### src/soc_mem_pkg.sv
package soc_mem_pkg;

   // bus geometry
   localparam int DATA_W      = 32;
   localparam int SRAM_ADDR_W = 12;              // byte address, 1024 words
   localparam int WORD_ADDR_W = SRAM_ADDR_W - 2;
   localparam int STRB_W      = DATA_W / 8;

   // words written by the boot loader before fetches are served
   localparam int BOOT_WORDS = 16;

   typedef logic [DATA_W-1:0]      data_t;
   typedef logic [SRAM_ADDR_W-1:0] byte_addr_t;
   typedef logic [WORD_ADDR_W-1:0] word_addr_t;
   typedef logic [STRB_W-1:0]      strb_t;
   typedef logic [1:0]             mem_size_t;

   // access sizes, same coding as the low funct3 bits
   localparam mem_size_t SIZE_B = 2'd0;
   localparam mem_size_t SIZE_H = 2'd1;
   localparam mem_size_t SIZE_W = 2'd2;

   typedef enum logic {
      BOOT_FILL,
      BOOT_DONE
   } boot_state_t;

endpackage

### src/boot_loader.sv
module boot_loader import soc_mem_pkg::*; (
   input  logic       clk_i,
   input  logic       rst_n_i,

   // serial boot stream
   input  logic       boot_valid_i,
   input  logic [7:0] boot_byte_i,

   // word writes towards the instruction port
   output logic       bw_valid_o,
   output word_addr_t bw_addr_o,
   output data_t      bw_wdata_o,
   output logic       boot_done_o
);

   boot_state_t state;
   logic [1:0]  byte_cnt;    // bytes held for the current word
   word_addr_t  word_cnt;    // next word address
   logic [23:0] shreg;
   data_t       next_word;
   logic        take;
   logic        word_full;
   logic        last_word;

   assign take      = boot_valid_i && (state == BOOT_FILL);
   assign word_full = take && (byte_cnt == 2'd3);
   assign last_word = (word_cnt == word_addr_t'(BOOT_WORDS - 1));

   // newest byte enters at the top, so the first one ends up in bits 7:0
   assign next_word = {boot_byte_i, shreg};

   always_ff @(posedge clk_i) begin
      if (!rst_n_i) begin
         state       <= BOOT_FILL;
         byte_cnt    <= '0;
         word_cnt    <= '0;
         bw_valid_o  <= 1'b0;
         boot_done_o <= 1'b0;
      end else begin
         bw_valid_o <= word_full;     // one cycle write strobe
         // trails the state by a cycle so the last write still owns port A
         boot_done_o <= (state == BOOT_DONE);
         if (take) begin
            byte_cnt <= byte_cnt + 2'd1;
         end
         if (word_full) begin
            word_cnt <= word_cnt + word_addr_t'(1);
            if (last_word) begin
               state <= BOOT_DONE;    // later bytes are ignored
            end
         end
      end
   end

   always_ff @(posedge clk_i) begin
      if (take) begin
         shreg <= next_word[DATA_W-1:8];
      end
      if (word_full) begin
         bw_wdata_o <= next_word;
         bw_addr_o  <= word_cnt;
      end
   end

endmodule

### config.mk
export PLATFORM = sky130hd
export DESIGN_NAME = boot_loader
export DESIGN_NICKNAME = d
export VERILOG_FILES = /design/src/soc_mem_pkg.sv /design/src/boot_loader.sv
export SDC_FILE = /design/constraint.sdc
export NUM_CORES = 1
export LEC_CHECK = 0
export BUFFER_PORTS_ARGS = -buffer_cell sky130_fd_sc_hd__buf_2
export CAP_MARGIN = 20
export CORE_ASPECT_RATIO = 1.25
export CORE_MARGIN = 1.5
export CORE_UTILIZATION = 40
export CTS_CLUSTER_SIZE = 30
export DETAILED_ROUTE_END_ITERATION = 10
export PLACE_DENSITY = 0.6
export SKIP_CTS_REPAIR_TIMING = 1
export SLEW_MARGIN = 30
export SYNTH_ARGS = -nofsm -noshare
export SYNTH_HDL_FRONTEND = slang
export SYNTH_SLANG_ARGS = --single-unit
### constraint.sdc
create_clock -name clk_i -period 2.55 [get_ports clk_i]
set_clock_uncertainty 0.2 [all_clocks]
set_input_delay 0.3825 -clock clk_i [delete_from_list [all_inputs] [get_ports clk_i]]
set_output_delay 0.3825 -clock clk_i [all_outputs]
set_load 0.02 [all_outputs]
-- Yosys cells after proc, flatten, opt, wreduce, memory -nomap -nowiden
Index checks and enable logic that the tools add are counted.
W data, S select, Z words.
- register bits after elaboration: 81
- input bits: 11
- output and inout port bits: 44
- word-level logic and storage cells: 16
- add/subtract/negate cells: 2
- equality and inequality tests: 2
- bitwise logic cells: 1
- reductions and logical operators: 3
- operator list (cell ; number):
    $add A10 B1 Y10 const B ; 1
    $eq A10 B4 Y1 const B ; 1
    $add A2 B1 Y2 const B ; 1
    $eq A2 B2 Y1 const B ; 1
    $logic_and A1 B1 Y1 ; 2
    $reduce_and A2 Y1 ; 1
    $not A1 Y1 ; 1

-- Depth between registers and ports, before layout
- depth after elaboration: 4
- mapped depth: 5
- mapped depth without buffers: 4

-- Worst setup path before layout
OpenSTA, ideal clock, no wires.
- kind: register to register
- start: register byte_cnt[0]
- end: register bw_addr_o[0], enable pin
- library setup time: 396 ps
- arrival: 1634 ps
- required time: 1954 ps
- path slack: 320 ps
- stages on the path, launching flop included: 5
- buffers on the path: 1
- clock period less this slack: 2230 ps
- path through: dfxtp_1 -> ha_1 -> nand3b_4 -> buf_6 -> inv_1
- longest elaborated chain between the ends: 2
- ends and longest elaborated chain (what ; RTL line ; source):
    start, declared ; boot_loader.sv:17 ; logic [1:0] byte_cnt;
    start signal, assigned ; boot_loader.sv:44 ; byte_cnt <= byte_cnt + 2'd1;
    $eq A2 B2 Y1 ; boot_loader.sv:26 ; assign word_full = take && (byte_cnt == 2'd3);
    $logic_and A1 B1 Y1 ; boot_loader.sv:26 ;
    via word_full ; boot_loader.sv:22 ; logic word_full;
    end signal, assigned ; boot_loader.sv:61 ; bw_addr_o <= word_cnt;
    end, declared ; boot_loader.sv:11 ; output word_addr_t bw_addr_o,
The timed path passes the listed nets, and every way through them passes these cells.
A chain may end at the register's enable or synchronous reset.

-- Final worst setup path
- start: register byte_cnt[0]
- end: register bw_addr_o[7], enable pin
The elaborated chain is that of the path after synthesis.

==> flow_metrics.tcl <==
set metrics [dict create \
    status "complete, no violations" \
    p_leak_nw 1.16 \
    syn_area_um2 2650 \
    first_global_vias 1281 \
    syn_inst 137 \
    wl_um 3970 \
    hold_depth 1 \
    cts_tree "built" \
    maxCapViolCount 0 \
    hold_class "input port to flip-flop" \
    clk_latency_ns 0.33 \
    worst_slew_pin_slew_ns 0.456 \
    core_area_um2 6480 \
    firstDrtPassIters 4 \
    path_clk_slew_ns 0.07 \
    peakVddDrop_mv 0.318 \
    clockBufferDepth 2 \
    nFillCells 575 \
    start_util_pct 40.9 \
    grt_max_degree 32 \
    finish.instance_area_um2 3220 \
    min_period_ns 1.96 \
    power.density_nw_per_um2 730 \
    cp.arrival_ns 1.85 \
    cp_top_family "buffers and inverters" \
    hold_viol_final 0 \
    post-route-period-util_pct 76.9 \
    ys_types 28 \
    ys_top_cells_by_area "edfxtp_1 (75%), dfxtp_1 (11%), a21oi_1 (1.3%), o31ai_1 (1.1%), or4_1 (1.1%)" \
    die_area_um2 7130 \
    die_x_um 75.8 \
    cp.required_ns 2.44 \
    dp_cells 278 \
    slew_viol_final 0 \
    cts_sinks 81 \
    cp_max_fo 31 \
    power_mw 2.35 \
    path_cells "ha_1 > nand3b_4 > clkinv_1 > buf_12" \
    crit_buf_inv 2 \
    track_usage_pct 12.4 \
    place.gp.congestion 0.775 \
    async_reset_ff_share_pct 0 \
    final_nets 215 \
    drcViolationCount 0 \
    avgViaCountPerCell 4.67 \
    ios 55 \
    drtAntennaViolNets 0 \
    synth_top_area_share_pct 74.7 \
    fin_setup_tns_ns 0 \
    rows 33 \
    crit_path_max_incr_delay_ns 0.41 \
    cts_made_buffers 9 \
    ctsRootBufferMaster "clkbuf_8" \
    ys_warn_count 0 \
    start_kind "flip-flop" \
    syn_nets 150 \
    layout.cells.non_filler 294 \
    slowest_stage "clkinv_1" \
    vias 1372 \
    ctsHtreeMaxLevel 3 \
    hpwl_um 2600 \
    fmax_mhz 510 \
    r2r_cells 4 \
    synthFlopType "edfxtp_1" \
    synth-seq-cells 81 \
    die_h_um 94.0 \
    place_area_um2 3040 \
    avgSynthCellArea_um2 19.4 \
    yosysSeqAreaShare_pct 86.0 \
    crit_type "flip-flop to flip-flop" \
    drt_iter0_markers 93 \
    rsz0062_at_grt "no" \
    area_growth_pct 21.4 \
    grt.overflow.total 0 \
    drive_above_1_share_pct 35.3 \
    report.final.setup_viol 0 \
    final_cell_mix "edfxtp_1 (66), buf_2 (54), dfxtp_1 (15), clkbuf_8 (11), a21oi_1 (7)" \
    synth_top_cell_by_area "edfxtp_1" \
    slew_headroom_pct 69.3 \
    antenna_cells 0 \
    wl_per_cell_um 13.5 \
    numPortBuffers 54 \
    path_depth 4 \
    synth-edff-count 66 \
    final_common_cell "edfxtp_1" \
    grt_pass1_wl_um 6160 \
    antenna_found_initial 0 \
    end_kind "flip-flop" \
    finalWorstSetupSlack_ns 0.588 \
    dp_slack_ns 0.555 \
]
## report_power, final
group	switching (mW)	internal, mW
registers	0.0143	1.47
clock network	0.407	0.404
logic	0.0366	0.0177
## routing by layer
layer  global-route usage (%)  share of wire (%)  vias up
met4                     8.48                2.8        0
met5                        0                  0        -
met3                     4.83                6.1       10
li1                         -                  -      658
met1                     14.8                 45      661
met2                     18.0                 46       43
## cell families after synthesis
| family | share of synthesized area (%) |
|---|---|
| adder cells (fa/ha/maj) | 0.943 |
| AO/OA/AOI/OAI | 3.11 |
| XOR/XNOR | 0.991 |
| flip-flops | 86.0 |
| AND/OR/NAND/NOR | 7.17 |
| multiplexers | 0.755 |
| buffers and inverters | 0.990 |
## layout make-up
cell class	count	area, um^2	area share, %
tap	87	109	3.38
clock buffer	13	159	4.93
sequential	81	2280	70.9
timing repair buffer	56	298	9.25
inverter	3	11.3	0.350
multi-input combinational	51	344	10.7
clock inverter	3	17.5	0.544
## sequential cells by signal, summed over array words and instances (netlist names)
signal	cells
boot_done_o	1
bw_valid_o	1
bw_addr_o	10
state	1
byte_cnt	2
bw_wdata_o	32
shreg	24
word_cnt	10
## cell usage after synthesis, types with 2 or more instances
| cell type | n |
|---|---|
| nand3_1 | 5 |
| mux2i_1 | 2 |
| nand2_1 | 3 |
| inv_1 | 3 |
| edfxtp_1 | 66 |
| ha_1 | 2 |
| xor2_1 | 2 |
| o21ai_0 | 2 |
| o31ai_1 | 4 |
| nor2_1 | 6 |
| or4_1 | 4 |
| nor4_1 | 2 |
| a21oi_1 | 7 |
| dfxtp_1 | 15 |
## worst paths after layout
path	from	end	slack [ns]
setup reg to reg	byte_cnt[0]	bw_addr_o[7]	0.59
hold reg to reg	shreg[2]	bw_wdata_o[2]	0.22
setup / recovery	byte_cnt[0]	bw_addr_o[7]	0.59
hold / removal	boot_byte_i[7]	bw_wdata_o[31]	0.03
## metrics by stage
step	hold slack, ns	util, %
2_1_floorplan	0.200	-
3_3_place_gp	0.201	47.0
6_report	0.0314	49.7
4_1_cts	0.0157	49.7
5_1_grt	0.00973	49.7
3_5_place_dp	0.208	47.0
Note: power is estimated with default switching activity, not from simulation.
