--- src/soc_mem_pkg.sv ---
package soc_mem_pkg;

   // bus geometry
   localparam int DATA_W      = 32;
   localparam int SRAM_ADDR_W = 12;              // byte address, 1024 words
   localparam int WORD_ADDR_W = SRAM_ADDR_W - 2;
   localparam int STRB_W      = DATA_W / 8;

   // words written by the boot loader before fetches are served
   localparam int BOOT_WORDS = 16;

   typedef logic [DATA_W-1:0]      data_t;
   typedef logic [SRAM_ADDR_W-1:0] byte_addr_t;
   typedef logic [WORD_ADDR_W-1:0] word_addr_t;
   typedef logic [STRB_W-1:0]      strb_t;
   typedef logic [1:0]             mem_size_t;

   // access sizes, same coding as the low funct3 bits
   localparam mem_size_t SIZE_B = 2'd0;
   localparam mem_size_t SIZE_H = 2'd1;
   localparam mem_size_t SIZE_W = 2'd2;

   typedef enum logic {
      BOOT_FILL,
      BOOT_DONE
   } boot_state_t;

endpackage

--- src/load_align.sv ---
module load_align import soc_mem_pkg::*; (
   input  data_t      rdata_i,     // raw word from the memory
   input  logic [1:0] off_i,
   input  mem_size_t  size_i,
   input  logic       unsigned_i,
   output data_t      rdata_o
);

   logic [15:0] shifted;
   logic        sign_b;
   logic        sign_h;

   // addressed lane moved down to bit 0
   assign shifted = 16'(rdata_i >> {off_i, 3'b000});

   assign sign_b = shifted[7]  & ~unsigned_i;
   assign sign_h = shifted[15] & ~unsigned_i;

   always_comb begin
      case (size_i)
         SIZE_B:  rdata_o = {{(DATA_W-8){sign_b}}, shifted[7:0]};
         SIZE_H:  rdata_o = {{(DATA_W-16){sign_h}}, shifted[15:0]};
         default: rdata_o = rdata_i;      // full word untouched
      endcase
   end

endmodule

--- config.mk ---
export PLATFORM = sky130hd
export DESIGN_NAME = load_align
export DESIGN_NICKNAME = d
export VERILOG_FILES = /design/src/soc_mem_pkg.sv /design/src/load_align.sv
export SDC_FILE = /design/constraint.sdc
export NUM_CORES = 1
export LEC_CHECK = 0
export BUFFER_PORTS_ARGS = -buffer_cell sky130_fd_sc_hd__buf_4
export CAP_MARGIN = 20
export CELL_PAD_IN_SITES_DETAIL_PLACEMENT = 1
export CELL_PAD_IN_SITES_GLOBAL_PLACEMENT = 1
export CORE_UTILIZATION = 26
export DETAILED_ROUTE_END_ITERATION = 8
export PLACE_DENSITY = 0.95
export SLEW_MARGIN = 20
export SYNTH_ARGS = -nofsm -noshare
export SYNTH_HDL_FRONTEND = slang
export SYNTH_SLANG_ARGS = --single-unit
--- constraint.sdc ---
create_clock -name vclk -period 2.5
set_clock_uncertainty 0.1 [all_clocks]
set_input_delay 0.125 -clock vclk [all_inputs]
set_output_delay 0.125 -clock vclk [all_outputs]
set_load 0.01 [all_outputs]
# Word level (Yosys, flattened, before mapping)
# Index checks and enable logic that the tools add are counted.
# totals
ff_bits	0
latchBits	0
ramBits	0
romBits	0
inputBits	37
output_inout_bits	32
memories	0
# classes
addsub	0
mul	0
div	0
magnitude_cmp	0
eq_ne	1
shifts	1
mux	1
bitwise	3
reduce_logical	1
# op_table
operator	n
one-hot mux 32 bit (2 select lines)	1
right shift 32 x 5 -> 16 bit	1
AND 1 bit	2
equality test 2 x 1 -> 1 bit, second input constant	1
logical NOT 2 bit	1
NOT 1 bit	1

# Logic depth before layout (Yosys ltp)
# Gate-level depths: netlist (run 1).
# depth
ltp_word	3
ltp_mapped	5

# Worst setup path after synthesis (run 1)
# Ideal clock, no wire load.
# synth_path
path_type	input-to-output
from	input port off_i[1]
to	output port rdata_o[21]
arrival_ps	1449
required_time_ps	2275
path_slack_ps	826
path_stages	5
path_cell_list	buf_6 mux4_2 a221oi_4 buf_6 o21ai_1
# synth_between
elab_chain_cells	3
elab_cells_between_ends	4
classes_between	shift (1); mux (1); bitwise (2)
# synth_lines
item	line	text
start, declared	load_align.sv:3	input logic [1:0] off_i,
right shift 32 x 5 -> 16 bit *	load_align.sv:14	assign shifted = 16'(rdata_i >> {off_i, 3'b000});
AND 1 bit, on equally long branches	load_align.sv:17, load_align.sv:16	
one-hot mux 32 bit (2 select lines) *	load_align.sv:20	case (size_i)
end, declared	load_align.sv:6	output data_t rdata_o
# Mark *: on every way between the ends. The rest lies on a longest branch, timed or not.

# Worst setup path after layout (run 1)
# layout_path
from	input port off_i[1]
to	output port rdata_o[16]
# Same word-level chain as after synthesis.

==> results.sh, run 1 <==
export IMPL_run_status="completed"
export IMPL_clock_buffers=0
export IMPL_hold_viol=0
export IMPL_coreArea_um2=2590
export IMPL_cp_start_kind="primary input"
export IMPL_ctsHoldBuffers=0
export IMPL_rows=18
export IMPL_muxShareOfSynthArea_pct=14.0
export IMPL_antenna_left=0
export IMPL_worst_ep_arrival_time_ns=2.01
export IMPL_timing_final_crit_share_pct=89.4
export IMPL_drt_initial_drc_count=20
export IMPL_ys_top_cells_by_area="nand2_1 (14%), mux2i_1 (9.5%), o211a_1 (9.5%)"
export IMPL_ys_warn_count=0
export IMPL_yosys_area_top_type_share_pct=14.2
export IMPL_setup_viol=0
export IMPL_tns_ns=0
export IMPL_yosys_area_top_type="nand2_1"
export IMPL_drc=0
export IMPL_holdWs_ns=0.436
export IMPL_routed_via_density=5.60
export IMPL_seq_area_frac_synth_pct=0
export IMPL_crit_fanout=19
export IMPL_worstMarginPinSlew_ns=0.709
export IMPL_powerDensity_nw_per_um2=229
export IMPL_cp_required_ns=2.28
export IMPL_synth_distinct_cells=23
export IMPL_synth_compound_area_share_pct=50.8
export IMPL_synthCells=113
export IMPL_preCtsSetupSlack_ns=0.264
export IMPL_synthAdderAreaFrac_pct=0
export IMPL_antenna_cells=0
export IMPL_post_cts_setup_buffers=0
export IMPL_slew_headroom_pct=52.7
export IMPL_pin_count=69
export IMPL_antenna_found_initial=0
export IMPL_fmax_ghz=0.448
export IMPL_synthXorXnorAreaFrac_pct=0
export IMPL_worstSetupPathType="in -> out"
export IMPL_post_dp_cell_area_um2=1240
export IMPL_grt_pass1_vias=1069
export IMPL_synthesis_nets=150
export IMPL_rsz0062_at_grt="false"
export IMPL_drive_above_1_share_pct=42.7
export IMPL_io_buffer_count=69
export IMPL_globalplace_congestion=0.893
export IMPL_crit_path_end_kind="output pin"
export IMPL_regArea_um2=0
export IMPL_wl_per_cell_um=16.5
export IMPL_fin_crit_ns=2.23
export IMPL_syn2layout_area_growth_pct=67.9
export IMPL_drt_first_pass_iters=4
export IMPL_synthesis_area_um2=741
export IMPL_gr_total_overflow=0
export IMPL_p_leak_nw=0.653
export IMPL_finish_net_count=210
export IMPL_seq_cells=0
export IMPL_fin_ws_ns=0.266
export IMPL_avgSynthCellArea_um2=6.55
export IMPL_cts_resized=0
export IMPL_grt_pass1_wl_um=5140
export IMPL_yosys_area_share_simple_pct=25.0
export IMPL_ir_drop_mv=0.115
export IMPL_finalMaxSlewViolations=0
export IMPL_dr_total_vias=1125
export IMPL_drv_cap=0
export IMPL_design_area_um2=1240
export IMPL_hp_class="in -> out"
export IMPL_fp_dieH_um=55.4
export IMPL_die_w_um=55.4
export IMPL_totalWireLength_um=3330
export IMPL_grtUsageTotal_pct=19.9
export IMPL_grt_max_degree=36
export IMPL_dp_hpwl_um=2630
export IMPL_start_util_pct=28.6
export IMPL_synth_top_family_by_area="compound AO/OA/AOI/OAI gates"
export IMPL_die_area_um2=3070
-- kinds of logic after synthesis --
logic type	count (synthesis)
AO/OA/AOI/OAI	49
buffers and inverters	16
multiplexers	9
AND/OR/NAND/NOR	39
-- metal layers --
layer  GRT usage, %  part of all wire [%]  vias to the layer above
met3           1.64                   5.5                        6
li1               -                     -                      542
met5              0                     0                        -
met1           24.3                    42                      524
met4           4.64                   1.5                        0
met2           37.3                    51                       53
-- critical path: stages --
cell and delay (ns):
buf_4 0.23, mux4_2 0.60, a221oi_4 0.68, o21ai_0 0.18, buf_4 0.18
-- stage by stage --
step / utilization, % / cells / total power [W]
2_1_floorplan: - / 113 / 0.000144
3_3_place_gp: 48.0 / 201 / 0.000276
3_5_place_dp: 48.0 / 201 / 0.000284
4_1_cts: 48.0 / 201 / 0.000285
5_1_grt: 48.0 / 201 / 0.000304
6_report: 48.0 / 201 / 0.000284
-- cell usage after synthesis --
library cell  number
nand3_1            1
a221oi_4           1
o2bb2ai_1          6
clkbuf_1          10
a211oi_1           1
inv_1              3
nor2b_1            2
mux2_2             1
nand3b_1           7
clkinv_1           1
and4b_1            1
o21bai_1           1
a22o_1             6
mux4_2             1
o211a_1            7
o21ai_0            7
buf_6              2
o21ai_1           10
mux2i_1            7
nand2_1           28
a2bb2oi_1          2
a21oi_1            1
o31ai_1            7
-- report_power, final --
part | total (W) | switching (W) | internal, W
clock network | 0 | 0 | 0
logic | 0.000284 | 0.000140 | 0.000144
registers | 0 | 0 | 0
-- final timing paths --
| path | start | endpoint | slack (ns) | cells after the start |
|---|---|---|---|---|
| max | off_i[1] | rdata_o[16] | 0.27 | 5 |
| min | rdata_i[0] | rdata_o[0] | 0.44 | 4 |
-- layout make-up --
type	count	area [um^2]
Multi-Input combinational cell	97	666
Inverter	4	15.0
Tap cell	30	37.5
Fill cell	353	1350
Timing Repair Buffer	70	526
-- cell usage in the layout, fill, tap and decap left out, drive strengths merged --
master   instances
mux2             1
and4b            1
nor2b            2
mux2i            7
a21oi            1
o21ai           17
a22o             6
inv              3
o21bai           1
o211a            7
buf             70
clkinv           1
a221oi           1
a211oi           1
o2bb2ai          6
mux4             1
a2bb2oi          2
nand3b           7
nand2           28
o31ai            7
nand3            1
Power figures use the tool's default switching activity.
==> run 2, diff against run 1 <==
==> constraint.sdc (replaced) <==
create_clock -name vclk -period 2.5
set_clock_uncertainty 0.1 [all_clocks]
set_input_delay 0.375 -clock vclk [all_inputs]
set_output_delay 0.375 -clock vclk [all_outputs]
set_load 0.01 [all_outputs]
==> run 2 against run 1 <==
Against the previous run:
- sequential share of layout area unchanged
- global-route usage grew 1.1 points
- setup slack worse by 0.060 ns
- via count rose by 2.8%
- critical path depth is 1 higher
- clock-buffer cell count unchanged
- cell area up 2.4%
- critical endpoint is now rdata_o[20]
- largest cell class unchanged
- highest routed layer unchanged
==> results.sh, run 2 (synthesized netlist as in run 1, its figures left out) <==
export IMPL_rows=18
export IMPL_regArea_um2=0
export IMPL_fill_cells=349
export IMPL_drt_first_pass_iters=4
export IMPL_antenna_left=0
export IMPL_ctsHoldBuffers=0
export IMPL_crit_path_end_kind="output pin"
export IMPL_fp_dieH_um=55.4
export IMPL_finalCoreUtilization_pct=49.2
export IMPL_wl_per_cell_um=16.0
export IMPL_powerDensity_nw_per_um2=228
export IMPL_pin_count=69
export IMPL_mostFrequentLayoutCell="buf_4"
export IMPL_crit_path_max_incr_delay_ns=0.55
export IMPL_die_area_um2=3070
export IMPL_totalWireLength_um=3270
export IMPL_p_int_w=0.000150
export IMPL_grtUsageTotal_pct=21.0
export IMPL_preCtsSetupSlack_ns=0.221
export IMPL_worstSetupPathType="in -> out"
export IMPL_post_cts_setup_buffers=0
export IMPL_clock_buffers=0
export IMPL_setup_viol=0
export IMPL_grt_pass1_wl_um=5440
export IMPL_drc=0
export IMPL_grt_pass1_vias=1180
export IMPL_hp_start="rdata_i[7]"
export IMPL_clockPowerShare_pct=0
export IMPL_path_cells="buf_4 -> mux4_2 -> a221oi_4 -> buf_4 -> o21ai_0 -> buf_4"
export IMPL_dp_hpwl_um=2620
export IMPL_coreArea_um2=2590
export IMPL_p_leak_nw=0.672
export IMPL_final_cell_mix="buf_4 (74), nand2_1 (28), o21ai_1 (10)"
export IMPL_post_dp_cell_area_um2=1270
export IMPL_hp_class="in -> out"
export IMPL_routed_via_density=5.64
export IMPL_drv_cap=0
export IMPL_cp_startpoint="rdata_i[31]"
export IMPL_run_status="completed"
export IMPL_antenna_found_initial=0
export IMPL_cts_resized=0
export IMPL_grt_max_degree=36
export IMPL_seq_power_share_pct=0
export IMPL_crit_family="multiplexers"
export IMPL_cp_start_kind="primary input"
export IMPL_p_sw_w=0.000141
export IMPL_hold_path_end="rdata_o[7]"
export IMPL_globalplace_congestion=0.837
export IMPL_finish_net_count=214
export IMPL_cp_required_ns=2.03
export IMPL_holdPathStages=4
export IMPL_start_util_pct=28.6
export IMPL_drive_above_1_share_pct=44.0
export IMPL_rsz0062_at_grt="false"
export IMPL_cp_slowest_cell="mux4_2"
export IMPL_io_buffer_count=69
export IMPL_syn2layout_area_growth_pct=72.0
export IMPL_swShare_pct=48.3
export IMPL_crit_fanout=6
export IMPL_die_w_um=55.4
export IMPL_drt_initial_drc_count=21
export IMPL_multi_input_comb_area_um2=666
export IMPL_seq_cells=0
export IMPL_path_buf_inv=3
export IMPL_combPwrFrac_pct=100.0
export IMPL_holdWs_ns=0.942
export IMPL_worst_path_most_repeated_cell="buf_4"
export IMPL_antenna_cells=0
export IMPL_slew_headroom_pct=59.2
export IMPL_dr_total_vias=1156
export IMPL_worstMarginPinSlew_ns=0.611
export IMPL_design_area_um2=1270
export IMPL_ir_drop_mv=0.120
export IMPL_finalMaxSlewViolations=0
export IMPL_tns_ns=0
export IMPL_fmax_ghz=0.436
export IMPL_gr_total_overflow=0
export IMPL_timing_final_crit_share_pct=91.8
export IMPL_fin_crit_ns=2.29
export IMPL_worst_ep_arrival_time_ns=1.82
export IMPL_hold_viol=0
export IMPL_fin_ws_ns=0.206
[run 2: changes by cell type in the layout (fill, tap and decap cells not counted), sizes merged]
cell and delta:
buf +4
[run 2: worst max path at each step]
stage | end | slack, ns | depth (start not counted)
after floorplan | rdata_o[21] | 0.33 | 5
after global placement | rdata_o[16] | 0.24 | 6
after detailed placement | rdata_o[26] | 0.22 | 6
after CTS | rdata_o[26] | 0.21 | 6
after global routing | rdata_o[27] | 0.12 | 7
final | rdata_o[20] | 0.21 | 6
[run 2: final cells by class]
cell class                 instances  share of cell area [%]
timing repair buffer              74                    43.6
multi-input combinational         97                    52.3
tap                               30                    2.95
inverter                           4                    1.18
[run 2: routing by layer]
layer	vias to the layer above	global-route usage (%)	routed length (um)
li1	548	-	-
met1	555	25.6	1360
met2	49	39.6	1680
met3	4	2.58	198
met4	0	3.21	40
met5	-	0	0
[run 2: through the flow]
| stage | total power [W] | instances |
|---|---|---|
| after detailed placement | 0.000291 | 205 |
| after global placement | 0.000284 | 205 |
| after floorplan | 0.000144 | 113 |
| final | 0.000291 | 205 |
| after CTS | 0.000292 | 205 |
| after global routing | 0.000315 | 205 |
[run 2: power groups by stage]
stage	sequential [W]	clock, W	combinational [W]
after CTS	0	0	0.000292
after global placement	0	0	0.000284
final	0	0	0.000291
after detailed placement	0	0	0.000291
after global routing	0	0	0.000315
after floorplan	0	0	0.000144
[run 2: worst min-delay path: stages]
cell and delay [ns]:
buf_4 0.08, nand2_1 0.05, nand2_1 0.05, buf_4 0.11
