==> src/soc_mem_pkg.sv <==
package soc_mem_pkg;

   // bus geometry
   localparam int DATA_W      = 32;
   localparam int SRAM_ADDR_W = 12;              // byte address, 1024 words
   localparam int WORD_ADDR_W = SRAM_ADDR_W - 2;
   localparam int STRB_W      = DATA_W / 8;

   // words written by the boot loader before fetches are served
   localparam int BOOT_WORDS = 16;

   typedef logic [DATA_W-1:0]      data_t;
   typedef logic [SRAM_ADDR_W-1:0] byte_addr_t;
   typedef logic [WORD_ADDR_W-1:0] word_addr_t;
   typedef logic [STRB_W-1:0]      strb_t;
   typedef logic [1:0]             mem_size_t;

   // access sizes, same coding as the low funct3 bits
   localparam mem_size_t SIZE_B = 2'd0;
   localparam mem_size_t SIZE_H = 2'd1;
   localparam mem_size_t SIZE_W = 2'd2;

   typedef enum logic {
      BOOT_FILL,
      BOOT_DONE
   } boot_state_t;

endpackage

==> src/store_align.sv <==
module store_align import soc_mem_pkg::*; (
   input  logic       clk_i,
   input  logic       rst_n_i,

   // byte addressed request from the core
   input  logic       d_valid_i,
   input  logic       d_we_i,
   input  byte_addr_t d_addr_i,
   input  mem_size_t  d_size_i,
   input  logic       d_unsigned_i,
   input  data_t      d_wdata_i,

   // word request to the memory
   output logic       m_valid_o,
   output word_addr_t m_addr_o,
   output strb_t      m_wstrb_o,
   output data_t      m_wdata_o,

   // attributes of the load in flight
   output logic [1:0] ld_off_o,
   output mem_size_t  ld_size_o,
   output logic       ld_unsigned_o
);

   logic [1:0] off;
   strb_t      strb;

   always_comb begin
      off       = d_addr_i[1:0];
      strb      = '1;
      m_wdata_o = d_wdata_i;
      case (d_size_i)
         SIZE_B: begin
            strb      = strb_t'(1) << off;
            m_wdata_o = {4{d_wdata_i[7:0]}};   // byte copied into every lane
         end
         SIZE_H: begin
            off[0]    = 1'b0;                  // halfword alignment
            strb      = strb_t'(3) << off;
            m_wdata_o = {2{d_wdata_i[15:0]}};
         end
         default: off = 2'b00;                // words, also the unused code
      endcase
   end

   assign m_valid_o = d_valid_i;
   assign m_addr_o  = d_addr_i[SRAM_ADDR_W-1:2];
   assign m_wstrb_o = d_we_i ? strb : '0;     // loads carry no strobes

   always_ff @(posedge clk_i) begin
      if (!rst_n_i) begin
         ld_off_o      <= 2'b00;
         ld_size_o     <= SIZE_W;
         ld_unsigned_o <= 1'b0;
      end else if (d_valid_i && !d_we_i) begin
         ld_off_o      <= off;
         ld_size_o     <= d_size_i;
         ld_unsigned_o <= d_unsigned_i;
      end
   end

endmodule

==> config.mk <==
export PLATFORM = sky130hd
export DESIGN_NAME = store_align
export DESIGN_NICKNAME = d
export VERILOG_FILES = /design/src/soc_mem_pkg.sv /design/src/store_align.sv
export SDC_FILE = /design/constraint.sdc
export NUM_CORES = 1
export LEC_CHECK = 0
export BUFFER_PORTS_ARGS = -buffer_cell sky130_fd_sc_hd__buf_4
export CAP_MARGIN = 20
export CORE_MARGIN = 10
export CORE_UTILIZATION = 29
export CTS_BUF_LIST = sky130_fd_sc_hd__clkbuf_2 sky130_fd_sc_hd__clkbuf_4 sky130_fd_sc_hd__clkbuf_8
export DETAILED_ROUTE_END_ITERATION = 8
export PLACE_DENSITY = 0.79
export SLEW_MARGIN = 30
export SYNTH_ARGS = -nofsm -noshare
export SYNTH_HDL_FRONTEND = slang
export SYNTH_SLANG_ARGS = --single-unit
==> constraint.sdc <==
create_clock -name clk_i -period 0.8 [get_ports clk_i]
set_input_delay 0.04 -clock clk_i [delete_from_list [all_inputs] [get_ports clk_i]]
set_output_delay 0.04 -clock clk_i [all_outputs]
set_load 0.005 [all_outputs]
**Yosys cells after proc, flatten, opt, wreduce, memory -nomap -nowiden**

Index checks and enable logic that the tools add are counted.

- Bits of input ports: 51
- Output and inout bits: 52
- Logic and storage cells: 15
- Register bits after elaboration: 5

- Reduce and logical (&&, ||, !) cells: 4
- Mux-type cells: 5
- Shift operators: 2
- Equal/unequal tests: 1

Operator list:

| kind | count |
|---|---|
| one-hot mux 32 bit (2 select lines) | 1 |
| one-hot mux 4 bit (2 select lines) | 1 |
| two-way mux 4 bit | 1 |
| << shifter 1 x 2 -> 4 bit (first input constant) | 1 |
| << shifter 2 x 2 -> 4 bit (first input constant) | 1 |
| == test 2 x 1 -> 1 bit (second input constant) | 1 |
| logical NOT 2 bit | 1 |
| two-way mux 1 bit | 2 |
| OR reduction 2 bit | 1 |
| logical AND 1 bit | 1 |
| logical NOT 1 bit | 1 |

**Longest topological paths before layout**

Gate-level depths: netlist of the first run.

- Depth after elaboration: 3
- Gate-level depth with buffers: 4

**Worst setup path before layout of the first run**

No wires, ideal clock.

- Kind: input port to output port
- Start point: in d_size_i[0]
- End point: out m_wdata_o[10]
- Data arrival time: 0.590 ns
- Cell stages on the path: 2
- Setup slack: 0.170 ns
- Path through: nor2_4 mux2_2

- Word-level cells in the longest chain between the ends: 2
- Elaborated cells on any way between the ends: 3
- Those cells by class: eq/ne (1); mux (1); reduce/logical (1)

Ends and longest elaborated chain:

| element | line | RTL |
|---|---|---|
| from (decl) | store_align.sv:9 | `input mem_size_t d_size_i,` |
| == test 2 x 1 -> 1 bit / logical NOT 2 bit (equally long branches) | store_align.sv:32 | `case (d_size_i)` |
| one-hot mux 32 bit (2 select lines) * | store_align.sv:32 |  |
| to (decl) | store_align.sv:17 | `output data_t m_wdata_o,` |

Every way passes the cells marked *; elsewhere a longest branch is shown, timed or not.

**Worst setup path after layout of the first run**

- Start point: in d_size_i[0]
- End point: out m_wdata_o[15]

Same word-level chain as after synthesis.

==> flow_summary.json, run 1 <==
{
  "timing.setup.critical_path_class": "in2out",
  "cts_max_level": 1,
  "postSynthNetCount": 145,
  "worst_hold_path.num_cells": 3,
  "final.setup_skew_ns": 0,
  "grt_pass1_vias": 1087,
  "syn_to_final_growth_pct": 100.0,
  "design.core.area_um2": 2500,
  "antenna_found_initial": 0,
  "worst-r2r-cell-count": 2,
  "violations": "setup timing",
  "fin_crit_sh_pct": 111.7,
  "synth.yosys.warnings": 0,
  "fillerInstances": 230,
  "finalHoldViolCount": 0,
  "outcome": "finished, violations left",
  "timing.max_slew.rel_slack_pct": 88.37,
  "power_leakage_nw": 0.7798,
  "fin_total_pwr_mw": 1.418,
  "max_clock_freq_ghz": 1.119,
  "hold_class": "in2reg",
  "top_level_ports": 103,
  "worstPathArrival_ns": 0.85,
  "tritoncts": "built",
  "critPathLaunchType": "input pin",
  "drt_iter0_markers": 30,
  "capturing_element_type_of_the_critical_path": "primary output",
  "gp_congestion": 0.6610,
  "clock_latency_on_the_worst_skew_pair_ns": 0.24,
  "routed_wire_length_per_instance_um": 18.57,
  "place.detailed.hpwl_um": 2855,
  "gr-usage-all-layers_pct": 13.30,
  "post-route-util_pct": 61.46,
  "finalWorstSetupSlack_ns": -0.09399,
  "synth.ff_latch_count": 5,
  "grt_setup_unrepaired": "true",
  "vdd_drop_max_v": 0.0007696,
  "worstPathMaxFanout": 5,
  "antenna_violating_nets_post_route": 0,
  "buffer_ports.inserted": 82,
  "fin_nets": 219,
  "cts.path.max_buffers": 2,
  "inserted_clock_buffers": 3,
  "clkSinkCount": 5,
  "synth.avg_cell_area_um2": 8.173,
  "worst_r2r_startpoint": "ld_size_o[0]",
  "via_per_inst": 4.650,
  "reg2reg_slack_ns": 0.19,
  "synthArstFlopShare_pct": 0,
  "maxSlewViolCount": 0,
  "multi_input_comb_area_um2": 556.8,
  "floorplan.initialDensity_pct": 30.73,
  "final_critical_path_time_including_i_o_delays_and_setup_ns": 0.8940,
  "routed_wl_um": 3659,
  "timing_worst_slew_pin_value_ns": 0.1696,
  "final_cell_mix": "buf_4 (76), nand2_1 (10), mux2i_1 (10), buf_6 (10)",
  "die_area_um2": 5108,
  "ctsRootBufferMaster": "clkbuf_4",
  "critical_path_required_ns": 0.76,
  "max-cap-violations": 0,
  "totalNegativeSetupSlack_ns": -0.6797,
  "setup_viol_count_final": 9,
  "min-delay-start": "d_unsigned_i",
  "first_pass_grt_wire_length_um": 5540,
  "synth-main-ff-cell": "dfxtp_1",
  "first_pass_iters": 4,
  "clk_pin_slew_ns": 0.04,
  "grt_max_degree": 21,
  "grt_overflow": 0,
  "total_power_density_per_cell_area_nw_per_um2": 923.0,
  "synthesis.area_um2": 768.2,
  "timing.rr.end": "ld_size_o[0]",
  "num_antenna_cells": 0,
  "fp.dieH_um": 71.47,
  "total_number_of_vias": 916,
  "die_span_in_x_um": 71.47,
  "synth_edf_count": 0,
  "layout.cells.most_common": "buf_4",
  "post_synth_num_cell_types": 19,
  "min_to": "ld_unsigned_o",
  "drive_above_1_share_pct": 73.05,
  "yosysSeqAreaShare_pct": 13.03,
  "postSynthCellCount": 94,
  "post-route-drc-count": 0,
  "ff_latch_area_um2": 100.1,
  "row_count": 18
}
per-stage QoR:
stage	cells	hold slack, ns	worst slack (ns)	area, um^2
finish	197	0.06864	-0.09399	1536
global placement	189	0.08006	-0.1208	1308
global route	197	0.08001	-0.1301	1536
detailed placement	189	0.08006	-0.1357	1308
floorplan	94	0.1019	0.1696	768.2
CTS	197	0.05884	-0.1326	1483
final cells by class:
cell class                 count  area share [%]
inverter                       1          0.2443
timing repair buffer          93           52.61
clock buffer                   4           1.954
sequential                     5           6.515
multi-input combinational     64           36.24
tap                           30           2.443
repair_timing:
item / in CTS / in global routing
endpoints found under the setup margin: 28 / 27
hold buffers: 1 / 0
buffers inserted: 2 / 0
pin swaps: 1 / 2
cloned: 1 / 2
resized for setup: 25 / 13
endpoints found under the hold margin: 1 / 0
where the power goes:
group	total (mW)	internal, mW	switching, mW
clock	0.323	0.222	0.101
combinational	0.830	0.531	0.299
sequential	0.265	0.260	0.00507
kinds of logic after synthesis:
logic type	after synthesis	synth area share (%)
muxes	27	37.79
and+or+nand+nor	23	15.31
DFF	5	13.03
AOI/OAI and AO/OA	14	10.10
buffers and inverters	25	23.78
synthesized netlist by cell type, types with 2 or more instances:
| master | n | area share [%] |
|---|---|---|
| nor2b_1 | 5 | 4.1 |
| mux2i_1 | 11 | 14 |
| o21ai_1 | 8 | 5.2 |
| nor2_1 | 3 | 1.5 |
| dfxtp_1 | 5 | 13 |
| buf_2 | 2 | 1.3 |
| mux2_2 | 16 | 23 |
| nand2b_1 | 2 | 1.6 |
| nand2_1 | 10 | 4.9 |
| buf_4 | 21 | 21 |
| a21oi_1 | 2 | 1.3 |
| o21a_1 | 2 | 2.0 |
critical path: stages:
cell,delay [ns]
buf_8,0.10
nor2_4,0.12
buf_6,0.15
mux2_4,0.31
buf_6,0.12
flip-flops by register name, summed over array words and instances (netlist names):
name and cells:
ld_size_o 2, ld_off_o 2, ld_unsigned_o 1
worst max path at each step:
stage	to	slack [ns]	from
floorplan	m_wdata_o[10]	0.17	d_size_i[0]
global placement	m_wdata_o[15]	-0.12	d_size_i[0]
detailed placement	m_wdata_o[9]	-0.14	d_size_i[0]
global route	m_wdata_o[10]	-0.13	d_size_i[0]
finish	m_wdata_o[15]	-0.09	d_size_i[0]
CTS	m_wdata_o[9]	-0.13	d_size_i[1]
layer usage:
metal | track usage, % | vias to the layer above | part of all wire, %
met2 | 26.67 | 53 | 57
met3 | 4.821 | 8 | 8.1
met1 | 11.29 | 405 | 33
met5 | 0 | - | 0
met4 | 5.591 | 0 | 2.3
li1 | - | 450 | -
Power figures use the tool's default switching activity.
==> inputs of run 2 (changes only) <==
- BUFFER_PORTS_ARGS: -buffer_cell sky130_fd_sc_hd__buf_4 -> not set
- CAP_MARGIN: 20 -> not set
- CORE_UTILIZATION: 29 -> 58
- DONT_BUFFER_PORTS: not set -> 1
- PLACE_DENSITY: 0.79 -> 0.76
- SETUP_SLACK_MARGIN: not set -> 0.4
==> flow_summary.json, run 2 (synthesis results as in run 1) <==
{
  "min-delay-start": "rst_n_i",
  "drt_iter0_markers": 10,
  "routed-wl-met3_um": 458,
  "totalNegativeSetupSlack_ns": 0,
  "timing.critical_path.to": "m_wdata_o[10]",
  "tritoncts": "built",
  "clock_latency_on_the_worst_skew_pair_ns": 0.23,
  "critPathLaunchType": "input pin",
  "total_power_density_per_cell_area_nw_per_um2": 1166,
  "first_pass_grt_wire_length_um": 3615,
  "critical_path_required_ns": 0.76,
  "worst-r2r-cell-count": 2,
  "setup_viol_count_final": 0,
  "ff_latch_area_um2": 106.4,
  "final_critical_path_time_including_i_o_delays_and_setup_ns": 0.6465,
  "critical-path-max-stage-delay_ns": 0.38,
  "drive_above_1_share_pct": 45.45,
  "top_level_ports": 103,
  "design.core.area_um2": 1269,
  "timing.setup.critical_path_class": "in2out",
  "gp_congestion": 0.6727,
  "worstPathArrival_ns": 0.61,
  "timing.rr.end": "ld_size_o[1]",
  "clkSinkCount": 5,
  "first_pass_iters": 4,
  "place.detailed.hpwl_um": 1968,
  "vdd_drop_max_v": 0.0009560,
  "post-route-drc-count": 0,
  "die_area_um2": 3180,
  "num_antenna_cells": 0,
  "fillerInstances": 122,
  "timing.max_slew.rel_slack_pct": 85.69,
  "ctsRootBufferMaster": "clkbuf_4",
  "capturing_element_type_of_the_critical_path": "primary output",
  "crit_start": "d_size_i[0]",
  "routed_wl_um": 2445,
  "die_span_in_x_um": 56.40,
  "fp.dieH_um": 56.40,
  "reg2reg_slack_ns": 0.18,
  "maxSlewViolCount": 0,
  "finalWorstSetupSlack_ns": 0.1535,
  "grt_setup_unrepaired": "true",
  "max_clock_freq_ghz": 1.547,
  "fin_nets": 129,
  "syn_to_final_growth_pct": -2.606,
  "timing.critical_path.buf_inv": 0,
  "gr-usage-all-layers_pct": 13.29,
  "fin_crit_sh_pct": 80.81,
  "wl_met1_um": 765,
  "worstPathCellList": "nor2_4 -> mux2_2",
  "clk_pin_slew_ns": 0.05,
  "grt_max_degree": 33,
  "worst_hold_path.num_cells": 1,
  "crit_path_top_delay_cell": "mux2_2",
  "cts.path.max_buffers": 2,
  "row_count": 13,
  "violations": "hold timing",
  "layout.cells.most_common": "mux2_4",
  "place_worst_setup_slack_ns": 0.07413,
  "timing_worst_slew_pin_value_ns": 0.2133,
  "power_leakage_nw": 0.3244,
  "antenna_violating_nets_post_route": 0,
  "hold_class": "in2reg",
  "path_depth": 2,
  "inserted_clock_buffers": 3,
  "finalHoldViolCount": 5,
  "final_cell_mix": "mux2_4 (13), mux2i_1 (10), nand2_1 (10), o21ai_1 (8), dfxtp_2 (5)",
  "floorplan.initialDensity_pct": 60.55,
  "multi_input_comb_area_um2": 574.3,
  "outcome": "finished, violations left",
  "cpLargestDelayFamily": "multiplexers",
  "buffer_ports.inserted": 0,
  "grt_overflow": 0,
  "routed_wire_length_per_instance_um": 26.58,
  "layout_top_registers": "ld_off_o (2), ld_size_o (2), ld_unsigned_o (1)",
  "route.met2.wl_um": 1222,
  "final.setup_skew_ns": 0,
  "max-cap-violations": 0,
  "worstPathMaxFanout": 13,
  "via_per_inst": 6.391,
  "dr.max_layer_used": "met3",
  "worst_r2r_startpoint": "ld_size_o[1]",
  "finalHoldWorstSlack_ns": -0.1356,
  "total_number_of_vias": 588,
  "antenna_found_initial": 0,
  "grt_pass1_vias": 624,
  "cts_max_level": 1
}
run 2: changes by cell type in the layout (fill, tap and decap cells not counted), sizes merged:
cell / previous run / this run
buf: 90 / 2
clkbuf: 6 / 4
dlygate4sd3: 1 / 0
nor2: 4 / 5
run 2: routing by layer:
layer	GRT usage (%)	vias to the layer above
met2	23.77	60
met1	11.57	257
met3	10.56	0
met5	0	-
li1	-	271
met4	2.062	0
run 2: metrics by stage:
stage	util [%]	cell area, um^2	instances	total power, mW
after floorplan	-	828.3	94	0.6182
after CTS	57.30	726.9	92	0.8762
final	58.97	748.2	92	0.8721
after global routing	58.97	748.2	92	0.9182
after global placement	51.58	654.4	86	0.5230
after detailed placement	51.58	654.4	86	0.5282
run 2: repair_timing:
item                                    CTS  global route
endpoints found under the hold margin     5             5
setup buffers                             1             0
pin swaps                                 3             3
endpoints found under the setup margin   20            24
resized for setup                         9             6
gates cloned                              1             0
run 2: how the worst min path moves through the flow:
stage                   endpoint  slack, ns
floorplan           ld_size_o[1]       0.11
global placement     m_addr_o[6]       0.08
detailed placement   m_addr_o[6]       0.08
CTS                 ld_size_o[1]      -0.13
global route        ld_size_o[1]      -0.13
finish              ld_size_o[1]      -0.14
run 2: layout make-up:
| type | instances | area share (%) |
|---|---|---|
| multi-input cells | 65 | 76.76 |
| flip-flops and latches | 5 | 14.21 |
| clock buffers | 4 | 4.013 |
| well taps | 15 | 2.508 |
| repair buffers | 2 | 2.007 |
| inverters | 1 | 0.5017 |
run 2: report_power, final:
part / total [mW] / switching (mW) / internal [mW]
Clock: 0.321 / 0.0993 / 0.222
Combinational: 0.281 / 0.109 / 0.172
Sequential: 0.270 / 0.00797 / 0.262
